[config.mk]
export PLATFORM = sky130hd
export DESIGN_NAME = result_arbiter
export DESIGN_NICKNAME = d
export VERILOG_FILES = /design/src/logic/fu_pkg.sv /design/src/logic/result_arbiter.sv
export SDC_FILE = /design/constraint.sdc
export NUM_CORES = 1
export LEC_CHECK = 0
export ABC_AREA = 1
export BUFFER_PORTS_ARGS = -buffer_cell sky130_fd_sc_hd__buf_4
export CORE_MARGIN = 1.5
export CORE_UTILIZATION = 43
export CTS_CLUSTER_DIAMETER = 120
export DETAILED_ROUTE_END_ITERATION = 16
export GPL_TIMING_DRIVEN = 0
export HOLD_SLACK_MARGIN = 0.08
export PLACE_DENSITY = 0.91
export SYNTH_ARGS = -nofsm -noshare
export SYNTH_HDL_FRONTEND = slang
export SYNTH_SLANG_ARGS = --single-unit
[constraint.sdc]
create_clock -name clock -period 5.06 [get_ports clock]
set_input_delay 0.506 -clock clock [delete_from_list [all_inputs] [get_ports clock]]
set_output_delay 0.506 -clock clock [all_outputs]
set_load 0.005 [all_outputs]
[src/logic/fu_pkg.sv]
`default_nettype none

package fu_pkg;

  // Architectural widths
  localparam int XLEN        = 64;
  localparam int TAG_W       = 6;                 // Destination tag, 64 physical regs
  localparam int SHAMT_W     = 6;                 // Shift amount from t2_value[5:0]

  // Multiplier geometry
  localparam int MULT_STAGES = 4;
  localparam int SLICE_W     = XLEN / MULT_STAGES; // One 16-bit slice of t2 per stage

  // Returned for encodings the ALU does not implement
  localparam logic [XLEN-1:0] UNDEF_RESULT = 64'hdead_beef_baad_beef;

  // Function codes carried by an issued micro-op
  typedef enum logic [4:0] {
    ALU_ADDQ   = 5'd0,
    ALU_SUBQ   = 5'd1,
    ALU_AND    = 5'd2,
    ALU_BIC    = 5'd3,                            // a & ~b
    ALU_BIS    = 5'd4,                            // a | b
    ALU_ORNOT  = 5'd5,
    ALU_XOR    = 5'd6,
    ALU_EQV    = 5'd7,                            // a ^ ~b
    ALU_SRL    = 5'd8,
    ALU_SLL    = 5'd9,
    ALU_SRA    = 5'd10,
    ALU_CMPULT = 5'd11,
    ALU_CMPEQ  = 5'd12,
    ALU_CMPULE = 5'd13,
    ALU_CMPLT  = 5'd14,
    ALU_CMPLE  = 5'd15,
    ALU_MULQ   = 5'd16,                           // Only code routed to the multiplier
    BR_COND    = 5'd17
  } fu_func_e;

  // Branch conditions; bit 2 negates the base test in bits 1:0
  typedef enum logic [2:0] {
    BR_LBC = 3'd0,                                // Low bit clear
    BR_EQ  = 3'd1,
    BR_LT  = 3'd2,
    BR_LE  = 3'd3,
    BR_LBS = 3'd4,                                // Low bit set
    BR_NE  = 3'd5,
    BR_GE  = 3'd6,
    BR_GT  = 3'd7
  } br_cond_e;

  // One micro-op from the reservation stations
  typedef struct packed {
    fu_func_e          func;
    br_cond_e          br_func;                   // Only meaningful for BR_COND
    logic [XLEN-1:0]   t1_value;
    logic [XLEN-1:0]   t2_value;
    logic [TAG_W-1:0]  dest_tag;
  } fu_issue_t;

  // One completed result for the common data bus
  typedef struct packed {
    logic [XLEN-1:0]   result;
    logic [TAG_W-1:0]  dest_tag;
  } fu_result_t;

endpackage

`default_nettype wire

[src/logic/result_arbiter.sv]
`timescale 1ns/100ps
`default_nettype none

module result_arbiter
  import fu_pkg::*;
(
  input  wire         clock,
  input  wire         reset,

  // ALU source
  input  wire         alu_valid,
  input  fu_result_t  alu_result,
  output logic        alu_ready,

  // Multiplier source, older op so it goes first
  input  wire         mult_valid,
  input  fu_result_t  mult_result,
  output logic        mult_ready,

  // Common data bus
  output logic        out_valid,
  output fu_result_t  out_result,
  input  wire         out_ready
);

  logic can_load;               // Bus register empty or draining
  logic alu_grant;
  logic mult_grant;

  assign can_load   = !out_valid || out_ready;
  assign mult_ready = can_load;
  assign alu_ready  = can_load && !mult_valid;   // Loses to a waiting product

  assign mult_grant = mult_valid && mult_ready;
  assign alu_grant  = alu_valid && alu_ready;

  always_ff @(posedge clock) begin
    if (reset) begin
      out_valid <= 1'b0;
    end else if (can_load) begin
      out_valid <= mult_grant || alu_grant;
    end
  end

  // Payload follows the grant
  always_ff @(posedge clock) begin
    if (mult_grant) begin
      out_result <= mult_result;
    end else if (alu_grant) begin
      out_result <= alu_result;
    end
  end

  a_one_grant: assert property (
    @(posedge clock) disable iff (reset)
    !(alu_grant && mult_grant)
  ) else $error("result_arbiter: both sources granted");

  // Bus holds its value until the consumer takes it
  a_bus_hold: assert property (
    @(posedge clock) disable iff (reset)
    (out_valid && !out_ready) |=> (out_valid && $stable(out_result))
  ) else $error("result_arbiter: out_result changed under back-pressure");

endmodule

`default_nettype wire

==> results of run 1 <==
-- final cells by class --
cell class,instances,area (sq um)
inverters,2,7.51
fillers,570,2280
clock inverters,6,86.3
repair buffers,217,1640
well taps,102,128
plain buffers,23,224
multi-input cells,216,1030
flip-flops and latches,71,2120
clock buffers,9,124
-- cells in the mapped netlist --
master and instances:
a21oi_4 1, buf_12 3, buf_2 11, buf_4 3, buf_6 1, buf_8 5, dfxtp_1 1, edfxtp_1 70
inv_1 2, nand2_1 140, nand2_4 2, nand3_1 50, nand3_2 20, nor2_1 3
-- per-stage QoR --
step	power, mW	setup slack, ps	setup TNS (ps)	hold WS [ps]
6_report	1.54	2960	0	342
5_1_grt	1.60	2810	0	317
4_1_cts	1.55	2930	0	325
3_5_place_dp	1.07	2650	0	678
3_3_place_gp	1.06	-395	-27370	675
2_1_floorplan	0.867	784	0	566
-- cell families after synthesis --
| kind of cell | Yosys count | share of synthesized area, % |
|---|---|---|
| DFF | 71 | 62.8 |
| buffers and inverters | 25 | 6.85 |
| and+or+nand+nor | 215 | 29.9 |
| AOI/OAI and AO/OA | 1 | 0.481 |
-- state kept, by name, summed over array words and instances, names as in the netlist --
signal	cells
out_result	70
out_valid	1
-- final timing paths --
check	endpoint	cells past startpoint
worst max-delay path	out_result[25]	5
worst min-delay path	out_valid	2
worst max register to register	out_result[25]	5
worst min register to register	out_result[69]	4
-- cell usage in the layout (no fill, tap or decap) --
cell type,synthesis,routed
nor2_4,0,1
nand3_2,20,20
buf_8,5,5
clkinvlp_4,0,1
edfxtp_1,70,70
inv_1,2,2
nand3_1,50,50
clkinv_2,0,2
bufinv_16,0,2
nor2_1,3,2
buf_12,3,4
nand2_4,2,2
clkinv_4,0,1
a21oi_4,1,1
buf_4,3,219
nand2_1,140,140
buf_6,1,1
clkbuf_8,0,9
dfxtp_1,1,1
buf_2,11,11
-- where the power goes --
group          internal (mW)  switching [mW]
sequential             0.721          0.0161
clock                  0.274           0.209
combinational          0.183           0.136
total                   1.18           0.361
-- worst max-delay path: stages (launching register included) --
cell     delay, ps
dfxtp_1        350
nand2_4        100
buf_12         160
inv_1           90
nor2_4         770
buf_12         300
-- metal layers --
layer | global-route usage, % | share of wire (%)
met4 | 7.29 | 2.0
met2 | 39.7 | 53
met5 | 0 | 0
met1 | 24.7 | 37
met3 | 6.05 | 7.9
==> results.md, run 1 <==
* Die X at about 92 um
* RSZ-0062 raised after global routing: no
* # diodes at 0
* Drt pass-1 iters at 4
* Syn avg cell area at 10.8 sq um
* Worst-path maximum fanout at 36
* Post-synth top area share at 62.2%
* Count of hold-fix buffers inserted at cts at 0
* Worst skew pair latency at 330 ps
* CTS buffer count at 9
* Worst hold start: reset
* Worst r2r src: out_valid
* Placed Cells incl. Taps at approximately 630
* Wire length per cell at 14.3 um
* Tmin final at 2100 ps
* CP arrival at 2120 ps
* PortBufs at 216
* Warnings from Yosys at 0
* Chip Height at between 90 and 100 um
* CP Capture Type: flip-flop
* Worst vdd rail ir drop at about 0.17 mV
* Nets at 685
* H-Tree Depth at 3
* Synthesized net count at 457
* Post-CTS setup buffer count at 0
* Final core occ at 70.2%
* Initial Util at between 40% and 50%
* Top Ports at 218
* Initial antenna violation count at 0
* GRT overflow at 0
* Pwr Density at 287 nW/um^2
* Leak at 2.67 nW
* Top post-synthesis cells by area: edfxtp_1 62%, nand2_1 16%, nand3_1 7.4%
* First-pass GRT wire length at 14400 um
* Worst slew margin at 32.0%
* CTS Root Cell: clkbuf_8
* Status: completed
* Die ar. at 8400 sq um
* Total GRT Usage at between 20% and 30%
* Core Region at 7650 sq um
* Final Non-Filler Cells at 646
* Tcrit/Tclk final at 41.5%
* Kind of critical path: flip-flop to flip-flop
* Area delta synth->final at 58.8%
* Max Transition Viols Final at 0
* Std-Cell Rows at 32
* Remaining antenna violation count at 0
* Hold Vio Cnt, Final at 0
* Clock Sinks at 71
* R2R setup slack at about 3000 ps
* Max Cap Violations at 0
* Cells after Synth at between 300 and 400
* Type of origin of the critical path: flip-flop
* Largest net degree at the start of global routing at 37
* Crit path launch: out_valid
* Layout cells sized above 1 at 51.3%
* Hold Crit Class: primary input to flip-flop
* Post-synth cell types at 14
* # setup viols final at 0
* Post-DR vias/cell at between 4 and 5
* Vias at 3113
* DPL Wire Length at between 7000 and 8000 um
* Yosys top cell by area: edfxtp_1
* DRC Markers at 0
* DR iter-0 viols at around 130
* Skew final at roughly 9.6 ps
* Placement Cell Area at 5160 sq um
* Max clock buf depth at 2
* Register area share after synthesis at roughly 63%
* Post-cts resize count at 0
* CTS tree: yes
* Post-route cell area at 5370 sq um
* F_max at between 0.4 and 0.5 GHz
* Required time at the worst-slack endpoint at just over 5000 ps
* Flops & latches, synth at 71
* Synth Cell Area at between 3000 and 4000 sq um
* Clk slew on worst S/H paths at 70 ps
* Worst Tran Pin Value at ~1000 ps
* Final GP Congestion at 0.775
* Routed wire length at a little over 9000 um
* Vias in the first global route at 3130
No activity file was read; power rests on OpenSTA's default activity.
==> run 2, diff against run 1 <==
ABC_AREA = 0   (was 1)
CORE_UTILIZATION = 38   (was 43)
PLACE_DENSITY = 0.86   (was 0.91)
clock period = 1.89 ns   (was 5.06 ns; I/O delays follow)
==> run 2 against run 1 <==
Compared with the run above: synthesized cell count fell by 50%; first-iteration DRC count down 66%; maximum frequency grew 39%; wire length shrank 12%; clock-buffer cell count is the same; synthesized area fell by 0.30%; critical path depth is the same; setup slack lost 2600 ps; largest cell class unchanged; clock skew up 2.8 ps; register-to-register slack worse by 2600 ps; final cell count down 23%; final area is 0.68% higher.
==> results.md, run 2 <==
* DPL Wire Length at ~6400 um
* RSZ-0062 raised after global routing: no
* Flops & latches, synth at 71
* Sequential power share at 47.3%
* Global routing usage on met3 at 7.55%
* Max stage delay on crit path at 340 ps
* Drt pass-1 iters at 3
* Vias in the first global route at 2509
* # diodes at 0
* Final core occ at 62.6%
* Status: completed
* Post-CTS setup buffer count at 0
* Final GP Congestion at 0.725
* Initial antenna violation count at 0
* Routed wire length at 8130 um
* Die X at 97.2 um
* Nets at 531
* Hold Crit Class: primary input to flip-flop
* Largest family of logic cells by synthesized area: multiplexers
* Remaining antenna violation count at 0
* DR iter-0 viols at 44
* Tcrit/Tclk final at 79.8%
* FF-to-FF path depth at 5
* Crit path to: out_result[21]
* Worst vdd rail ir drop at 0.616 mV
* Post-synthesis xor/xnor area fraction at 0%
* Std-Cell Rows at 34
* Post-cts resize count at 0
* Most frequent cells in the layout: 217 x buf_4, 70 x mux2_4, 70 x edfxtp_1
* Post-Synth Simple-Gate Area at about 1.3%
* Initial Util at roughly two fifths
* CTS buffer count at 9
* FF/Latch Area at 2120 sq um
* Tmin final at 1510 ps
* Warnings from Yosys at 0
* Worst slew margin at 75.5%
* Post-synth top area share at 62.4%
* Clock Sinks at just over 70
* Top Ports at around 220
* # setup viols final at 0
* Hold Vio Cnt, Final at 0
* Crit path cell chain: nor2b_4, inv_4, nand2_8, buf_12, mux2_4
* Post-synth cell types at 9
* Synth Cell Area at 3370 sq um
* Dominant synthesized flop cell: edfxtp_1
* GRT overflow at 0
* EDFF count, synth at 70
* Syn avg cell area at 21.7 sq um
* DRC Markers at 0
* Met1 usage at between 10% and 20%
* CP arrival at 1590 ps
* Vias at 2281
* Wire length per cell at 16.3 um
* F_max at 0.663 GHz
* PortBufs at 217
* Met2 global-route usage at 32.3%
* CTS tree: yes
* Fill cells at 654
* Count of hold-fix buffers inserted at cts at 1
* Clk slew on worst S/H paths at roughly 80 ps
* Leak at 2.57 nW
* Placed Cells incl. Taps at 482
* Kind of critical path: flip-flop to flip-flop
* R2R Path End: out_result[21]
* First-pass GRT wire length at 12600 um
* Cells after Synth at around 160
* Commonest cells post-synth: 70 x edfxtp_1, 70 x mux2_4, 7 x buf_12
* Max Transition Viols Final at 0
* Post-route cell area at about 5400 sq um
* Worst-path maximum fanout at 10
* Register area share after synthesis at 63.0%
* Asr flop ratio synth at 0%
* Reg with most FFs: out_result
* Type of origin of the critical path: flip-flop
* Yosys top cell by area: edfxtp_1
* Switching share of power at 21.4%
* Footprint of the multi-input gates at 1110 sq um
* Gr busiest metal: met2
* Net Sw Power at 885 uW
* Highest-delay cell along the critical path: dfxtp_1
* Post-synthesis mux area share at between 30% and 40%
* Area delta synth->final at 60.3%
* R2R setup slack at 380 ps
* Chip Height at 97.2 um
* Pwr Density at 767 nW/um^2
* Synthesized net count at 300
* Largest register FFs at 70
* Compound-Gate Fraction of Synth Area at less than 1%
* Largest regs: out_result (70), out_valid (1)
* CP Capture Type: flip-flop
* Largest net degree at the start of global routing at 34
* Worst skew pair latency at 340 ps
* Worst Tran Pin Value at 366 ps
* Core Region at between 8000 and 9000 sq um
* Post-DR vias/cell at 4.57
* H-Tree Depth at 3
* Die ar. at 9440 sq um
* Max clock buf depth at 2
* Clock power share at between 30 and 40%
* Commonest non-fill, non-tap cell in the layout: buf_4
* Placement Cell Area at 5180 sq um
* Comb pwr share at a little over a fifth
* Worst r2r src: out_valid
* Total GRT Usage at between 10% and 20%
* Max Cap Violations at 0
* Final Non-Filler Cells at 499
* P_int at between 3 and 4 mW
* Layout cells sized above 1 at 80.8%
* Required time at the worst-slack endpoint at 1970 ps
* Crit path launch: out_valid
* Post-synthesis adder-cell area fraction at 0%
* CTS Root Cell: clkbuf_8
* Skew final at about 12 ps
* Top post-synthesis cells by area: edfxtp_1 62%, mux2_4 31%, buf_12 4.2%
-- run 2: cell count changes after synthesis, sizes merged --
cell,delta
nor2b,+1
buf,-16
nand2,-141
mux2,+70
inv,-1
nand3,-70
-- run 2: worst min-delay path by stage --
stage                    startpoint             end  slack (ps)  depth (start not counted)
finish              mult_result[28]  out_result[28]         140                          2
global route         alu_result[29]  out_result[29]         120                          2
CTS                 mult_result[53]  out_result[53]         120                          2
detailed placement            reset       out_valid         350                          2
global placement              reset       out_valid         350                          2
floorplan                     reset       out_valid         260                          1
-- run 2: stage by stage --
stage                     worst slack [ps]  hold WS, ps  TNS [ps]  power, mW
after floorplan                       3.14          258         0       2.37
after global placement                -356          346    -24660       2.85
after detailed placement               376          350         0       2.90
after CTS                              361          122         0       4.20
after global routing                   324          121         0       4.33
final                                  383          142         0       4.14
-- run 2: final cells by class --
type / count / area share, %
clock inverters: 7 / 1.62
clock buffers: 9 / 2.29
flip-flops and latches: 71 / 39.3
well taps: 108 / 2.50
plain buffers: 7 / 2.59
multi-input cells: 76 / 20.5
repair buffers: 220 / 31.1
inverters: 1 / 0.116
-- run 2: critical path, delay by kind of cell, from the launching register on --
family | cells | cell delay (ps)
and+or+nand+nor | 2 | 370
DFF | 1 | 340
muxes | 1 | 310
buffers and inverters | 2 | 240
-- run 2: metal layers --
layer  routed length [um]  up-vias  part of all wire (%)
li1                     -     1069                     -
met1                 2660     1063                    33
met2                 4570      136                    56
met3                  766       13                   9.4
met4                  140        0                   1.7
met5                    0        -                     0
-- run 2: power by group through the flow --
stage,clock network [mW],logic (mW),registers [mW]
2_1_floorplan,0,0.353,2.01
3_3_place_gp,0,0.859,1.99
3_5_place_dp,0,0.900,2.00
4_1_cts,1.34,0.905,1.96
5_1_grt,1.41,0.948,1.97
6_report,1.29,0.893,1.96
-- run 2: kinds of logic after synthesis --
logic type	Yosys count
DFF	71
buffers and inverters	8
AOI/OAI and AO/OA	1
and+or+nand+nor	5
muxes	70
==> run 3, diff against run 2 <==
clock period = 1.3 ns   (was 1.89 ns; I/O delays follow)
==> run 3 against run 2 <==
Compared with the run above: the flow now finishes with violations (negative setup slack); die area unchanged; total power up 58%; combinational power up 83%; first-iteration DRC count down 30%; clock-buffer cell count unchanged; utilization up 11 points; sequential share of layout area down 5.6 points; sequential power up 45%; wire length up 21%; non-clock buffer count up 75; final area up 17%; clock skew down 5.1 ps; critical path type unchanged; largest power group unchanged; highest routed layer unchanged.
==> results.md, run 3 (synthesis results as in run 2) <==
* Reg with most FFs: out_result
* Final GP Congestion at 0.723
* Chip Height at 97.2 um
* Final Non-Filler Cells at 575
* F_max at 0.679 GHz
* Final setup margin at -174 ps
* Net Sw Power at roughly 1.4 mW
* Switching share of power at 21.0%
* Nets at between 600 and 700
* Tcrit/Tclk final at 113%
* Initial antenna violation count at 0
* Kind of critical path: flip-flop to flip-flop
* Worst slew margin at roughly 64%
* Largest net degree at the start of global routing at 38
* RSZ-0062 raised after global routing: yes
* Std-Cell Rows at 34
* Final core occ at 73.1%
* Drt pass-1 iters at 4
* Commonest non-fill, non-tap cell in the layout: buf_4
* Total GRT Usage at roughly a fifth
* CP arrival at 1560 ps
* Worst vdd rail ir drop at 0.533 mV
* Post-DR vias/cell at about 4.5
* Post-route cell area at 6310 sq um
* Vias in the first global route at 2673
* Hold Crit Class: primary input to flip-flop
* CTS tree: yes
* CP Capture Type: flip-flop
* Clk slew on worst S/H paths at 80 ps
* Most frequent cells in the layout: 223 x buf_4, 70 x mux2_4, 70 x edfxtp_1
* Placement Cell Area at between 5000 and 6000 sq um
* First-pass GRT wire length at 13600 um
* Final hold slack at ~94 ps
* Max Cap Violations at 0
* Vias at roughly 2600
* Max Transition Viols Final at 0
* Worst Tran Pin Value at 541 ps
* Largest regs: out_result (70), out_valid (1)
* Type of origin of the critical path: flip-flop
* Clock power share at between 30% and 40%
* Wire length per cell at 17.1 um
* Max clock buf depth at 2
* Routed wire length at between 9000 and 10000 um
* Hold path depth at 2
* Skew final at approximately 7.4 ps
* Hold Vio Cnt, Final at 0
* DRC Markers at 0
* P_int at ~5.2 mW
* M1 WL at 3760 um
* # diodes at 0
* H-Tree Depth at 3
* # setup viols final at 141
* Die X at ~97 um
* Remaining antenna violation count at 0
* Routed length on met2 at 5270 um
* GRT overflow at 0
* Comb pwr share at approximately a quarter
* Pwr Density at ~1000 nW/um^2
* CTS buffer count at 9
* Violated checks: negative setup slack
* FF-to-FF path depth at 6
* Core Region at 8640 sq um
* Initial Util at 39.0%
* Status: complete, but fails checks
* Layout cells sized above 1 at between 70% and 80%
* Metal3 WL at 576 um
* Area delta synth->final at 87.3%
* Worst skew pair latency at 340 ps
* R2R setup slack at -170 ps
* PortBufs at approximately 220
* DR iter-0 viols at 31
* Worst r2r src: out_valid
* DR top layer: met4
* Die ar. at 9440 sq um
* Pre-CTS setup slack at -544 ps
* CTS Root Cell: clkbuf_8
* Top Ports at 218
* Worst-path maximum fanout at 5
* Clock Sinks at 71
* Placed Cells incl. Taps at 481
* Leak at 2.98 nW
* WHS Endpoint: out_result[19]
* Required time at the worst-slack endpoint at 1380 ps
* R2R Path End: out_result[44]
* DPL Wire Length at 6230 um
* Sequential power share at between 40 and 50%
* Tmin final at approximately 1500 ps
* Largest register FFs at 70
* Worst hold start: alu_result[19]
[run 3: changes by cell type in the layout (fill, tap and decap cells not counted), moves of 2 or more]
| cell | before | now |
|---|---|---|
| buf_12 | 9 | 12 |
| nor2_4 | 1 | 3 |
| buf_6 | 0 | 7 |
| clkinv_1 | 0 | 3 |
| buf_8 | 0 | 3 |
| buf_4 | 217 | 223 |
| dlygate4sd3_1 | 1 | 52 |
| clkinv_2 | 4 | 0 |
| clkbuf_16 | 0 | 5 |
[run 3: layer usage]
metal / up-vias / global-route usage [%]
li1: 1221 / -
met1: 1223 / 21.2
met2: 125 / 34.2
met3: 18 / 3.88
met4: 0 / 7.25
met5: - / 0
[run 3: worst max-delay path by stage]
stage	to	slack, ps	start	cells past startpoint
after CTS	out_result[18]	-170	out_valid	6
after global routing	out_result[48]	-210	out_valid	6
after global placement	out_result[27]	-940	out_valid	2
final	out_result[44]	-170	out_valid	6
after floorplan	out_result[0]	-590	out_valid	2
after detailed placement	out_result[51]	-540	out_valid	3
[run 3: layout make-up]
cell class | count | area (sq um)
multi-input combinational | 77 | 1130
timing repair buffer | 295 | 2540
clock buffer | 9 | 124
fill | 551 | 2330
inverter | 1 | 6.26
sequential | 71 | 2120
tap | 108 | 135
buffer | 7 | 140
clock inverter | 7 | 110
[run 3: worst max-delay path: stages (launching register included)]
cell and delay (ps):
dfxtp_2 330, nor2b_4 160, inv_4 60, nand2_8 90, buf_12 140, clkbuf_16 150, mux2_4 300
[run 3: power groups by stage]
stage | clock network, mW | registers, mW | logic (mW)
after floorplan | 0 | 2.93 | 0.513
after global placement | 0 | 2.90 | 1.25
after detailed placement | 0 | 2.91 | 1.30
after CTS | 2.12 | 2.85 | 1.46
after global routing | 2.22 | 2.87 | 1.72
final | 2.07 | 2.85 | 1.63
[run 3: stage by stage]
| step | TNS [ps] | power [mW] |
|---|---|---|
| floorplan | -48190 | 3.44 |
| global placement | -76430 | 4.15 |
| detailed placement | -41770 | 4.20 |
| CTS | -11120 | 6.44 |
| global route | -22720 | 6.82 |
| finish | -17210 | 6.55 |
[run 3: what timing repair did]
action | CTS | global route
endpoints found under the hold margin | 19 | 17
hold buffers | 31 | 21
buffers inserted | 13 | 4
resized for setup | 5 | 12
setup endpoints to repair | 140 | 140
pin swaps | 3 | 1
cloned | 2 | 8
