[src/logic/fu_pkg.sv]
`default_nettype none

package fu_pkg;

  // Architectural widths
  localparam int XLEN        = 64;
  localparam int TAG_W       = 6;                 // Destination tag, 64 physical regs
  localparam int SHAMT_W     = 6;                 // Shift amount from t2_value[5:0]

  // Multiplier geometry
  localparam int MULT_STAGES = 4;
  localparam int SLICE_W     = XLEN / MULT_STAGES; // One 16-bit slice of t2 per stage

  // Returned for encodings the ALU does not implement
  localparam logic [XLEN-1:0] UNDEF_RESULT = 64'hdead_beef_baad_beef;

  // Function codes carried by an issued micro-op
  typedef enum logic [4:0] {
    ALU_ADDQ   = 5'd0,
    ALU_SUBQ   = 5'd1,
    ALU_AND    = 5'd2,
    ALU_BIC    = 5'd3,                            // a & ~b
    ALU_BIS    = 5'd4,                            // a | b
    ALU_ORNOT  = 5'd5,
    ALU_XOR    = 5'd6,
    ALU_EQV    = 5'd7,                            // a ^ ~b
    ALU_SRL    = 5'd8,
    ALU_SLL    = 5'd9,
    ALU_SRA    = 5'd10,
    ALU_CMPULT = 5'd11,
    ALU_CMPEQ  = 5'd12,
    ALU_CMPULE = 5'd13,
    ALU_CMPLT  = 5'd14,
    ALU_CMPLE  = 5'd15,
    ALU_MULQ   = 5'd16,                           // Only code routed to the multiplier
    BR_COND    = 5'd17
  } fu_func_e;

  // Branch conditions; bit 2 negates the base test in bits 1:0
  typedef enum logic [2:0] {
    BR_LBC = 3'd0,                                // Low bit clear
    BR_EQ  = 3'd1,
    BR_LT  = 3'd2,
    BR_LE  = 3'd3,
    BR_LBS = 3'd4,                                // Low bit set
    BR_NE  = 3'd5,
    BR_GE  = 3'd6,
    BR_GT  = 3'd7
  } br_cond_e;

  // One micro-op from the reservation stations
  typedef struct packed {
    fu_func_e          func;
    br_cond_e          br_func;                   // Only meaningful for BR_COND
    logic [XLEN-1:0]   t1_value;
    logic [XLEN-1:0]   t2_value;
    logic [TAG_W-1:0]  dest_tag;
  } fu_issue_t;

  // One completed result for the common data bus
  typedef struct packed {
    logic [XLEN-1:0]   result;
    logic [TAG_W-1:0]  dest_tag;
  } fu_result_t;

endpackage

`default_nettype wire

[src/logic/fu_dispatch.sv]
`timescale 1ns/100ps
`default_nettype none

module fu_dispatch
  import fu_pkg::*;
(
  input  wire        clock,
  input  wire        reset,

  // From the reservation stations
  input  wire        issue_valid,
  input  fu_issue_t  issue_packet,
  output logic       issue_ready,

  // To the ALU
  output logic       alu_valid,
  output fu_issue_t  alu_op,
  input  wire        alu_ready,

  // To the multiplier
  output logic       mult_valid,
  output fu_issue_t  mult_op,
  input  wire        mult_ready
);

  logic       full_q;                   // Issue register holds an op
  logic       to_mult_q;                // Route decoded at capture
  fu_issue_t  op_q;
  logic       op_leaves;                // Held op taken by its unit this cycle

  // Steer the held op to exactly one unit
  assign alu_valid  = full_q && !to_mult_q;
  assign mult_valid = full_q &&  to_mult_q;
  assign alu_op     = op_q;
  assign mult_op    = op_q;

  assign op_leaves   = (alu_valid && alu_ready) || (mult_valid && mult_ready);
  assign issue_ready = !full_q || op_leaves;    // Empty or draining this cycle

  // Occupancy
  always_ff @(posedge clock) begin
    if (reset) begin
      full_q <= 1'b0;
    end else if (issue_ready) begin
      full_q <= issue_valid;
    end
  end

  // Payload and route
  always_ff @(posedge clock) begin
    if (issue_valid && issue_ready) begin
      op_q      <= issue_packet;
      to_mult_q <= (issue_packet.func == ALU_MULQ);   // Everything else incl. unused codes to ALU
    end
  end

  // A stalled op must not change under the unit that is waiting for it
  a_held_op_stable: assert property (
    @(posedge clock) disable iff (reset)
    (full_q && !op_leaves) |=> (full_q && $stable(op_q) && $stable(to_mult_q))
  ) else $error("fu_dispatch: held op changed while its unit was not ready");

endmodule

`default_nettype wire

[config.mk]
export PLATFORM = sky130hd
export DESIGN_NAME = fu_dispatch
export DESIGN_NICKNAME = d
export VERILOG_FILES = /design/src/logic/fu_pkg.sv /design/src/logic/fu_dispatch.sv
export SDC_FILE = /design/constraint.sdc
export NUM_CORES = 1
export LEC_CHECK = 0
export BUFFER_PORTS_ARGS = -buffer_cell sky130_fd_sc_hd__buf_2
export CORE_AREA = 2 2 166 168
export CTS_CLUSTER_DIAMETER = 100
export DETAILED_ROUTE_END_ITERATION = 8
export DIE_AREA = 0 0 168 170
export GPL_TIMING_DRIVEN = 0
export HOLD_SLACK_MARGIN = 0.1
export PLACE_DENSITY = 0.49
export SYNTH_ARGS = -nofsm -noshare
export SYNTH_HDL_FRONTEND = slang
export SYNTH_SLANG_ARGS = --single-unit
[constraint.sdc]
create_clock -name clock -period 23.8 [get_ports clock]
set_input_delay 4.76 -clock clock [delete_from_list [all_inputs] [get_ports clock]]
set_output_delay 4.76 -clock clock [all_outputs]
set_load 0.01 [all_outputs]
==> key figures, run 1 <==
Power and ir drop
  • Share of power burned in registers: 0.453
  • Int Pwr: around 520 uW
  • Leakage power figure: about 0.0042 uW
  • Net switching share of the total power: 0.2313
  • Combinational fraction of design power: 0.127
  • Maximum resistive drop on vdd: about 0.032 mV
  • Net load switching power: around 160 uW
  • Power Dens Cells: slightly below 80 nW/um2
  • Relative contribution of the clock network to total power: 0.421

Yosys
  • Post-synthesis cell type with the largest combined area: sky130_fd_sc_hd__edfxtp_1
  • Net count after synthesis: 443
  • Fraction of post-synthesis cell area in the top cell type by area: 0.7881
  • Number of warning messages in the yosys log: 0
  • Synth Cell Area: about 5400 um2
  • Number of distinct library cells after synthesis: 13
  • Synthesized instance count: 296
  • Post-synthesis area per instance: 18.41 um2
  • Top post-synthesis cells by area: sky130_fd_sc_hd__edfxtp_1 (79%), sky130_fd_sc_hd__buf_4 (20%), sky130_fd_sc_hd__dfxtp_1 (0.37%)
  • Sequential fraction of the synthesis area: 0.7917
  • Number of synthesized register bits: 144

Drt
  • DR vias: approximately 3800
  • Routed wire length: ~16000 um
  • Avg WL per Cell: ~14 um
  • DRC viols: 0
  • Number of vias per cell after detailed routing: roughly 3.4
  • Router iterations before antenna repair: 4
  • Antenna-violating nets left: 0
  • First-iteration detailed-routing DRC count: 110

Placement
  • Count of buffers inserted at the top-level ports: roughly 430
  • Placed wire-length estimate: 12840 um
  • Post-place instance area: 8162 um2
  • RD Place Congestion: about 0.8

Run
  • Reported max-cap violation count: 0

Floorplan
  • DIE HEIGHT: ~170 um
  • Rows: 60
  • Number of ports placed on the die boundary: between 400 and 500
  • Area of the placeable core: roughly 27000 um2
  • Initial standard-cell utilization of the core: 0.2045
  • Die Width: between 150 and 200 um
  • Area enclosed by the die boundary: around 29000 um2

Clock network
  • Clock latency reported for the late side of the worst-skew pair: roughly 400 ps
  • TritonCTS clock tree: built
  • Number of CTS-inserted buffers: 17
  • Register clock-pin slew on the reported worst setup and hold paths: ~60 ps
  • Post CTS Setup Buffer Count: 0
  • Post-cts resize count: 0
  • Total clock sinks: roughly 140
  • Worst-case clock buffer depth: 2
  • Number of buffers inserted by hold repair at cts: 0
  • Number of levels in the clock H-tree: 4
  • Root Driver: sky130_fd_sc_hd__clkbuf_16

Timing
  • Highest attainable clock frequency: 97.64 MHz
  • Worst clock skew on the final layout: 13.61 ps
  • Number of hold-slack violations in the final timing report: 0
  • Shortest clock period the worst path allows after layout: 10240 ps
  • Setup repair after global routing missed its margin: false
  • Total Neg Setup Slack: 0 ps
  • Transition time of the tightest slew-check pin: between 500 and 600 ps
  • Period Utilization, post-route: 0.4303
  • Number of setup violations in the final report: 0
  • Total count of max-transition violations in the final report: 0
  • Worst rel slew slack: 0.6377

GRT
  • Vias in the first global route: between 3000 and 4000
  • Global-route wire length before repair: roughly 21000 um
  • Global route total overflow: 0
  • Global-route total usage across every layer: 0.1034
  • Pin count of the biggest net entering global routing: 30
  • Initial antenna violation count: 3

Layout
  • Growth of design area from synthesis to finish: 61.40%
  • Final nets: 900
  • Antenna cells: 0
  • Final Instance Area: 8795 um2
  • Share of layout cells above drive strength 1: 0.8003

Critical path
  • Stage delay of the slowest cell on the critical path: around 350 ps
  • Cell mode on critical path: sky130_fd_sc_hd__buf_2
  • Launching element type of the critical path: input port
  • Largest fanout on the critical path: 3
  • Category of the critical setup timing path: input port to output port
  • Required time of the worst setup path: 19040 ps
  • Slowest cell on the critical path: sky130_fd_sc_hd__mux2i_1
  • CP cell instances: buf_2, mux2i_1, nand2_1, buf_2
  • Kind of end point of the critical path: output port
  • WP data arrival: 5480 ps

Run status
  • Run status: complete, no violations

Min path
  • Min-delay worst type: register to register
## synth_stat cells
| library cell | instances |
|---|---|
| sky130_fd_sc_hd__a21boi_0 | 1 |
| sky130_fd_sc_hd__a22o_1 | 1 |
| sky130_fd_sc_hd__and2_1 | 1 |
| sky130_fd_sc_hd__and2_2 | 1 |
| sky130_fd_sc_hd__and2b_2 | 1 |
| sky130_fd_sc_hd__buf_4 | 142 |
| sky130_fd_sc_hd__dfxtp_1 | 1 |
| sky130_fd_sc_hd__edfxtp_1 | 143 |
| sky130_fd_sc_hd__inv_1 | 1 |
| sky130_fd_sc_hd__mux2i_1 | 1 |
| sky130_fd_sc_hd__nand2_1 | 1 |
| sky130_fd_sc_hd__nor2b_1 | 1 |
| sky130_fd_sc_hd__nor4_1 | 1 |
## state kept, by name (all words and copies together), names as in the netlist
register / flops
full_q: 1
to_mult_q: 1
alu_op: 142
## stage by stage
| step | worst slack (ps) | total power [uW] | hold WS, ps | std cells | utilization |
|---|---|---|---|---|---|
| 3_3_place_gp | 2848 | 407.4 | 646.2 | 1070 | 0.3018 |
| 2_1_floorplan | 7749 | 358.9 | 604.2 | 296 | - |
| 5_1_grt | 13510 | 711.7 | 763.1 | 1107 | 0.3300 |
| 3_5_place_dp | 13530 | 401.3 | 729.3 | 1075 | 0.3062 |
| 4_1_cts | 13540 | 694.7 | 739.1 | 1107 | 0.3300 |
| 6_report | 13560 | 681.2 | 741.1 | 1107 | 0.3300 |
## power groups by stage
| stage | sequential (uW) | clock (uW) | combinational, uW |
|---|---|---|---|
| 6_report | 308 | 287 | 86.2 |
| 5_1_grt | 310 | 309 | 92.3 |
| 4_1_cts | 309 | 298 | 87.6 |
| 3_5_place_dp | 314 | 0 | 87.6 |
| 3_3_place_gp | 324 | 0 | 83.5 |
| 2_1_floorplan | 326 | 0 | 33.2 |
## final timing paths
kind	start	endpoint	slack (ps)	cells past startpoint
max reg2reg	to_mult_q$_DFFE_PP_	alu_op[26]$_DFFE_PP_	21660	5
max	mult_ready	issue_ready	13560	4
min reg2reg	full_q$_SDFFE_PP0P_	full_q$_SDFFE_PP0P_	740	2
min	full_q$_SDFFE_PP0P_	full_q$_SDFFE_PP0P_	740	2
## kinds of logic after synthesis
group,after synthesis,share of synthesized area
compound gates,2,0.002986
simple gates,6,0.007121
buf+inv,143,0.1963
mux,1,0.001837
flops,144,0.7917
## worst max-delay path: cells and delay by family
family	cells	cell delay (ps)
buf+inv	2	250
mux	1	350
simple gates	1	120
## layout make-up
type	instances	area [um2]
Clock inverter	13	200.2
Fill cell	2655	17860
Clock buffer	19	432.9
Multi-Input combinational cell	9	76.32
Inverter	1	3.754
Timing Repair Buffer	438	2275
Tap cell	341	426.7
Sequential cell	144	4314
Buffer	142	1066
## cells in the final DEF, fill, tap and decap left out, drive strengths merged
cell type	synthesis	layout
buf	142	580
edfxtp	143	143
clkbuf	0	19
inv	1	6
bufinv	0	4
clkinv	0	4
and2	2	2
mux2i	1	1
nand2	1	1
a21boi	1	1
nor4	1	1
and2b	1	1
nor2b	1	1
a22o	1	1
dfxtp	1	1
## routing by layer
| metal | track usage | up-vias | share of wire |
|---|---|---|---|
| li1 | - | 1825 | - |
| met4 | 0.03440 | 4 | 0.013 |
| met3 | 0.03744 | 15 | 0.079 |
| met5 | 0 | - | 0.0017 |
| met2 | 0.1798 | 221 | 0.52 |
| met1 | 0.1181 | 1685 | 0.39 |
(Power assumes the default switching activity.)
==> run 2, diff against run 1 <==
clock period = 9.9 ns   (was 23.8 ns; I/O delays follow)
==> run 2 against run 1 <==
Effect of this change:
- count of clock-buffer cells in the layout stayed put
- clock skew is 4.7 ps lower
- sequential cell count unchanged
- routed wire length is 0.90% lower
- critical path depth unchanged
- largest cell class unchanged
==> key figures, run 2 (synthesized netlist as in run 1, its figures left out) <==
Timing
  • Total count of max-transition violations in the final report: 0 (unchanged)
  • Worst clock skew on the final layout: 8.882 ps (was 13.61 ps)
  • Setup repair after global routing missed its margin: false (unchanged)
  • Shortest clock period the worst path allows after layout: between 4000 and 5000 ps
  • Worst rel slew slack: 0.6357 (was 0.6377)
  • Number of setup violations in the final report: 0 (unchanged)
  • Transition time of the tightest slew-check pin: 545.1 ps (was 542.2 ps)
  • Highest attainable clock frequency: 216.1 MHz
  • Number of hold-slack violations in the final timing report: 0 (unchanged)
  • Period Utilization, post-route: 0.4675

Critical path
  • Launching element type of the critical path: input port (unchanged)
  • CP cell instances: buf_2, mux2i_1, nand2_1, buf_2 (unchanged)
  • Required time of the worst setup path: 7920 ps (was 19040 ps)
  • WP data arrival: 2650 ps (was 5480 ps)
  • R2r setup slk: 7750 ps (was 21660 ps)
  • Category of the critical setup timing path: input port to output port (unchanged)
  • Endpoint of the most critical register-to-register path: alu_op[129]$_DFFE_PP_ (was alu_op[26]$_DFFE_PP_)
  • Cell mode on critical path: sky130_fd_sc_hd__buf_2 (unchanged)
  • Sum of buffers and inverters on the critical path: 2 (unchanged)
  • First element of the critical path: alu_ready (was mult_ready)
  • Number of cells on the worst reg-to-reg path: 5 (unchanged)
  • R2R Path Start: to_mult_q$_DFFE_PP_ (unchanged)
  • Largest fanout on the critical path: 3 (unchanged)
  • CP Capture Point: issue_ready (unchanged)
  • Slowest cell on the critical path: sky130_fd_sc_hd__mux2i_1 (unchanged)
  • WP depth: 4 (unchanged)
  • Kind of end point of the critical path: output port (unchanged)
  • Stage delay of the slowest cell on the critical path: 310 ps (was 350 ps)
  • Top cell family by delay on the critical path: multiplexers (unchanged)

Clock network
  • Post-cts resize count: 0 (unchanged)
  • Number of buffers inserted by hold repair at cts: 0 (unchanged)
  • Total clock sinks: 144 (unchanged)
  • TritonCTS clock tree: built (unchanged)
  • Number of levels in the clock H-tree: 4 (unchanged)
  • Register clock-pin slew on the reported worst setup and hold paths: 60 ps (about the same)
  • Root Driver: sky130_fd_sc_hd__clkbuf_16 (unchanged)
  • Number of CTS-inserted buffers: 17 (unchanged)
  • Worst-case clock buffer depth: 2 (unchanged)
  • Clock latency reported for the late side of the worst-skew pair: 410 ps (about the same)
  • Post CTS Setup Buffer Count: 0 (unchanged)

Layout
  • Most frequent cells in the layout: sky130_fd_sc_hd__buf_2 (433), sky130_fd_sc_hd__edfxtp_1 (143), sky130_fd_sc_hd__buf_4 (142) (unchanged)
  • Post-route insts no fill: 1109 (was 1107)
  • Final-layout fill cell count: 2669 (was 2655)
  • Share of layout cells above drive strength 1: 0.7990 (was 0.8003)
  • Final Instance Area: 8721 um2 (was 8795 um2)
  • Number of flip-flops under the largest register name: 142 (unchanged)
  • Final nets: 900 (unchanged)
  • Commonest non-fill, non-tap cell in the layout: sky130_fd_sc_hd__buf_2 (unchanged)
  • Growth of design area from synthesis to finish: 60.05% (was 61.40%)

Drt
  • Avg WL per Cell: 14.30 um (was 14.46 um)
  • Router iterations before antenna repair: 4 (unchanged)
  • DR vias: 3824 (was 3750)
  • First-iteration detailed-routing DRC count: 148 (was 110)
  • DRC viols: 0 (unchanged)
  • Routed wire length: 15860 um (was 16010 um)
  • Number of vias per cell after detailed routing: 3.448 (was 3.388)
  • Antenna-violating nets left: 0 (unchanged)

Run status
  • Run status: complete, no violations (unchanged)

Floorplan
  • Number of ports placed on the die boundary: 434 (unchanged)
  • Area of the placeable core: 26650 um2 (unchanged)
  • Rows: 60 (unchanged)
  • Die Width: 168 um (unchanged)
  • Area enclosed by the die boundary: 28560 um2 (unchanged)
  • DIE HEIGHT: 170 um (unchanged)
  • Initial standard-cell utilization of the core: 0.2045 (unchanged)

Placement
  • RD Place Congestion: 0.7690 (was 0.7781)
  • Placed wire-length estimate: 12960 um (was 12840 um)
  • Post-place instance area: 8154 um2 (was 8162 um2)
  • Count of buffers inserted at the top-level ports: 433 (unchanged)
  • Placed cells: 1075 (unchanged)

GRT
  • Global route total overflow: 0 (unchanged)
  • Global-route wire length before repair: 21530 um (was 21320 um)
  • Vias in the first global route: 3604 (was 3573)
  • Pin count of the biggest net entering global routing: 30 (unchanged)
  • Global-route total usage across every layer: 0.1044 (was 0.1034)
  • Initial antenna violation count: 2 (was 3)

Power and ir drop
  • Leakage power figure: 0.004133 uW (was 0.004175 uW)
  • Total design power: 1564 uW (was 681.2 uW)
  • Power Dens Cells: 179.3 nW/um2 (was 77.45 nW/um2)
  • Maximum resistive drop on vdd: 0.1053 mV (was 0.03183 mV)

Run
  • Reported max-cap violation count: 0 (unchanged)

Min path
  • Min-delay worst type: register to register (unchanged)
  • Worst min-delay path startpoint: full_q$_SDFFE_PP0P_ (unchanged)
[run 2: cell count changes in the layout (fill, tap and decap cells not counted), moves of 2 or more]
| cell | change |
|---|---|
| sky130_fd_sc_hd__inv_8 | -2 |
| sky130_fd_sc_hd__bufinv_16 | -3 |
| sky130_fd_sc_hd__inv_6 | +2 |
| sky130_fd_sc_hd__diode_2 | +2 |
| sky130_fd_sc_hd__clkinv_4 | +2 |
[run 2: area by class of cell]
cell class	instances	area (um2)	area share
diodes	2	5.005	0.0005739
clock buffers	19	432.9	0.04964
well taps	341	426.7	0.04892
multi-input cells	9	76.32	0.008752
inverters	1	3.754	0.0004304
clock inverters	13	128.9	0.01478
repair buffers	438	2267	0.2600
flip-flops and latches	144	4314	0.4947
plain buffers	142	1066	0.1222
[run 2: worst min path at each step]
stage / slack (ps) / to / cells past startpoint
after floorplan: 610 / full_q$_SDFFE_PP0P_ / 2
after global placement: 650 / full_q$_SDFFE_PP0P_ / 2
after detailed placement: 710 / full_q$_SDFFE_PP0P_ / 2
after CTS: 730 / full_q$_SDFFE_PP0P_ / 2
after global routing: 770 / full_q$_SDFFE_PP0P_ / 2
final: 730 / full_q$_SDFFE_PP0P_ / 2
[run 2: routing by layer]
metal | GRT usage | wire, um | vias to the layer above
li1 | - | - | 1833
met2 | 0.1845 | 8148 | 251
met3 | 0.04070 | 1509 | 9
met1 | 0.1172 | 6048 | 1729
met5 | 0 | 16 | -
met4 | 0.02949 | 140 | 2
[run 2: worst min-delay path, delay by kind of cell (launching register included)]
kind / cells / cell delay (ps)
DFF: 1 / 420
and+or+nand+nor: 1 / 160
AOI/OAI and AO/OA: 1 / 130
[run 2: power breakdown]
part / total (uW) / switching (uW) / internal (uW)
logic: 205 / 94.2 / 111
clock network: 616 / 265 / 351
registers: 743 / 24.4 / 718
total: 1560 / 383 / 1180
[run 2: per-stage QoR]
stage	utilization	setup TNS, ps	setup WS (ps)	hold slack (ps)
floorplan	-	0	403.5	609.2
global placement	0.3018	-430350	-3027	650.3
detailed placement	0.3060	0	5266	711.3
CTS	0.3270	0	5272	727.1
global route	0.3270	0	5216	766.3
finish	0.3272	0	5272	728.3
==> run 3, diff against run 2 <==
ABC_AREA = 1   (was not set)
PLACE_DENSITY = 0.51   (was 0.49)
clock period = 4.1 ns   (was 9.9 ns; I/O delays follow)
==> run 3 against run 2 <==
Effect of this change:
- non-clock buffer count is the same
- routed wire length down 0.81%
- via count fell by 0.68%
- hold slack lost 150 ps
- sequential cell count unchanged
- register-to-register slack lost 5600 ps
- first-iteration DRC count up 9.5%
- sequential share of layout area is 0.20 points lower
- clock skew increased by 2.1 ps
- largest power group unchanged
==> key figures, run 3 <==
Timing
  • Number of setup violations in the final report: 0 (unchanged)
  • Worst rel slew slack: 0.7293 (was 0.6357)
  • Transition time of the tightest slew-check pin: 405.0 ps (was 545.1 ps)
  • Setup repair after global routing missed its margin: false (unchanged)
  • Number of hold-slack violations in the final timing report: 0 (unchanged)
  • Highest attainable clock frequency: between 400 and 500 MHz
  • Shortest clock period the worst path allows after layout: 2182 ps
  • Period Utilization, post-route: 0.5323
  • Hold Worst Slack: 580.0 ps (was 728.3 ps)
  • Total count of max-transition violations in the final report: 0 (unchanged)
  • Total Neg Setup Slack: 0 ps (unchanged)
  • Worst clock skew on the final layout: 11.02 ps (was 8.882 ps)

Clock network
  • Number of buffers inserted by hold repair at cts: 0 (unchanged)
  • TritonCTS clock tree: built (unchanged)
  • Worst-case clock buffer depth: 2 (unchanged)
  • Clock latency reported for the late side of the worst-skew pair: 410 ps (about the same)
  • Post CTS Setup Buffer Count: 0 (unchanged)
  • Post-cts resize count: 0 (unchanged)
  • Number of levels in the clock H-tree: 4 (unchanged)
  • Total clock sinks: 144 (unchanged)
  • Root Driver: sky130_fd_sc_hd__clkbuf_16 (unchanged)
  • Register clock-pin slew on the reported worst setup and hold paths: 70 ps (was 60 ps)
  • Number of CTS-inserted buffers: 17 (unchanged)

Min path
  • Min-delay worst type: input port to register (was register to register)

Power and ir drop
  • Share of power burned in registers: 0.468 (was 0.475)
  • Combinational fraction of design power: 0.131 (about the same)
  • Int Pwr: 2906 uW (was 1181 uW)
  • Net load switching power: 915.0 uW (was 383.2 uW)
  • Maximum resistive drop on vdd: 0.1670 mV (was 0.1053 mV)
  • Power Dens Cells: 436.4 nW/um2 (was 179.3 nW/um2)
  • Total design power: 3821 uW (was 1564 uW)
  • Leakage power figure: 0.004184 uW (was 0.004133 uW)
  • Net switching share of the total power: 0.2395 (was 0.2451)
  • Relative contribution of the clock network to total power: 0.401 (was 0.394)

GRT
  • Global-route total usage across every layer: 0.1043 (was 0.1044)
  • Pin count of the biggest net entering global routing: 36 (was 30)
  • Initial antenna violation count: 3 (was 2)
  • Global route total overflow: 0 (unchanged)
  • Vias in the first global route: 3612 (was 3604)
  • Global-route wire length before repair: 21650 um (was 21530 um)

Placement
  • Post-place instance area: 8169 um2 (was 8154 um2)
  • RD Place Congestion: 0.7783 (was 0.7690)
  • Placed cells: 1085 (was 1075)
  • Count of buffers inserted at the top-level ports: 433 (unchanged)
  • Placed wire-length estimate: 12800 um (was 12960 um)

Yosys
  • Top post-synthesis cells by area: sky130_fd_sc_hd__edfxtp_1 (79%), sky130_fd_sc_hd__buf_4 (20%), sky130_fd_sc_hd__inv_1 (0.62%) (was sky130_fd_sc_hd__edfxtp_1 (79%), sky130_fd_sc_hd__buf_4 (20%), sky130_fd_sc_hd__dfxtp_1 (0.37%))
  • Compound-gate portion of the synthesized area: 0 (was 0.002985)
  • Adder-cell share of the synthesized area: 0 (unchanged)
  • Number of flops mapped to enable cells by yosys: 143 (unchanged)
  • Multiplexer fraction of the synthesized cell area: 0 (was 0.001837)
  • Commonest cells in the netlist: sky130_fd_sc_hd__edfxtp_1 (143), sky130_fd_sc_hd__buf_4 (142), sky130_fd_sc_hd__inv_1 (9) (was sky130_fd_sc_hd__edfxtp_1 (143), sky130_fd_sc_hd__buf_4 (142))
  • Fraction of post-synthesis cell area in the top cell type by area: 0.7864 (was 0.7881)
  • Share of synthesized registers carrying an async set or reset: 0 (unchanged)
  • Synth Cell Area: 5460 um2 (was 5449 um2)
  • Most instantiated flip-flop cell in the synthesis netlist: sky130_fd_sc_hd__edfxtp_1 (unchanged)
  • Synthesized instance count: 306 (was 296)
  • Most repeated cell in the gate-level netlist after synthesis: sky130_fd_sc_hd__edfxtp_1 (unchanged)
  • Number of synthesized register bits: 144 (unchanged)
  • Sequential fraction of the synthesis area: 0.7901 (was 0.7917)
  • Post-synthesis cell type with the largest combined area: sky130_fd_sc_hd__edfxtp_1 (unchanged)
  • Net count after synthesis: 453 (was 443)
  • Number of distinct library cells after synthesis: 8 (was 13)
  • Post-synthesis area per instance: 17.84 um2 (was 18.41 um2)
  • Combinational family with the most area after synthesis: buffers and inverters (unchanged)
  • Simple-gate portion of the synthesized area: 0.008478 (was 0.007118)
  • Xor/xnor cell area share of the yosys netlist: 0 (unchanged)
  • Number of warning messages in the yosys log: 0 (unchanged)

Layout
  • Number of flip-flops under the largest register name: 142 (unchanged)
  • Most frequent cells in the layout: sky130_fd_sc_hd__buf_2 (433), sky130_fd_sc_hd__edfxtp_1 (143), sky130_fd_sc_hd__buf_4 (142) (unchanged)
  • Final nets: 910 (was 900)
  • Commonest non-fill, non-tap cell in the layout: sky130_fd_sc_hd__buf_2 (unchanged)
  • Post-route insts no fill: 1118 (was 1109)
  • Growth of design area from synthesis to finish: 60.36% (was 60.05%)
  • Share of layout cells above drive strength 1: 0.7874 (was 0.7990)
  • Final Instance Area: 8756 um2 (was 8721 um2)

Critical path
  • Launching element type of the critical path: input port (unchanged)
  • Kind of end point of the critical path: output port (unchanged)
  • Largest fanout on the critical path: 2 (was 3)
  • Category of the critical setup timing path: input port to output port (unchanged)
  • WP data arrival: 1360 ps (was 2650 ps)
  • Required time of the worst setup path: 3280 ps (was 7920 ps)

Drt
  • DR vias: 3798 (was 3824)
  • DRC viols: 0 (unchanged)
  • Antenna-violating nets left: 0 (unchanged)
  • Avg WL per Cell: 14.07 um (was 14.30 um)
  • Routed wire length: 15730 um (was 15860 um)
  • First-iteration detailed-routing DRC count: 162 (was 148)
  • Number of vias per cell after detailed routing: 3.397 (was 3.448)
  • Router iterations before antenna repair: 6 (was 4)

Run status
  • Run status: complete, no violations (unchanged)

Floorplan
  • Number of ports placed on the die boundary: 434 (unchanged)
  • Area enclosed by the die boundary: 28560 um2 (unchanged)
  • Area of the placeable core: 26650 um2 (unchanged)
  • DIE HEIGHT: 170 um (unchanged)
  • Initial standard-cell utilization of the core: 0.2049 (was 0.2045)
  • Rows: 60 (unchanged)
  • Die Width: 168 um (unchanged)

Run
  • Reported max-cap violation count: 0 (unchanged)
-- run 3: cell count changes after synthesis, sizes merged, moves of 2 or more --
cell / before / now
and2: 2 / 0
nand3: 0 / 3
nor2: 0 / 3
inv: 1 / 9
nand2: 1 / 4
-- run 3: logic make-up (layout without fill, tap and decap cells) --
family,count (synthesis),count (layout)
buffers and inverters,151,621
flip-flops,144,144
AND/OR/NAND/NOR,11,11
other,0,1
-- run 3: worst paths after layout --
kind / from / endpoint / slack [ps] / cells past startpoint
max: alu_ready / issue_ready / 1920 / 6
min: issue_packet[66] / alu_op[66]$_DFFE_PP_ / 580 / 1
max reg2reg: to_mult_q$_DFFE_PP_ / alu_op[45]$_DFFE_PP_ / 2130 / 6
min reg2reg: full_q$_SDFFE_PP0P_ / full_q$_SDFFE_PP0P_ / 640 / 4
-- run 3: area by class of cell --
cell class / instances / area (um2)
tap: 341 / 426.7
buffer: 142 / 1066
antenna: 1 / 2.502
multi-input combinational: 11 / 53.80
inverter: 9 / 33.78
clock inverter: 15 / 158.9
timing repair buffer: 438 / 2275
sequential: 144 / 4314
fill: 2688 / 17890
clock buffer: 17 / 425.4
-- run 3: worst max-delay path: stages --
cell	delay (ps)
sky130_fd_sc_hd__buf_2	90
sky130_fd_sc_hd__inv_1	40
sky130_fd_sc_hd__nand3_1	90
sky130_fd_sc_hd__nand2_1	130
sky130_fd_sc_hd__inv_1	50
sky130_fd_sc_hd__buf_2	140
-- run 3: metal layers --
metal / up-vias / part of all wire / track usage
li1: 1850 / - / -
met1: 1695 / 0.39 / 0.1163
met2: 240 / 0.52 / 0.1874
met3: 9 / 0.086 / 0.03698
met4: 4 / 0.0090 / 0.03062
met5: - / 0.0019 / 0
-- run 3: power groups by stage --
stage | logic, uW | clock network, uW | registers (uW)
finish | 501 | 1530 | 1790
global route | 537 | 1670 | 1800
CTS | 510 | 1610 | 1790
detailed placement | 511 | 0 | 1820
global placement | 487 | 0 | 1830
floorplan | 194 | 0 | 1860
-- run 3: metrics by stage --
| stage | util | setup slack [ps] |
|---|---|---|
| after detailed placement | 0.3065 | 1590 |
| after CTS | 0.3285 | 1902 |
| after floorplan | - | 541.7 |
| after global placement | 0.3025 | -569.0 |
| after global routing | 0.3285 | 1854 |
| final | 0.3285 | 1918 |
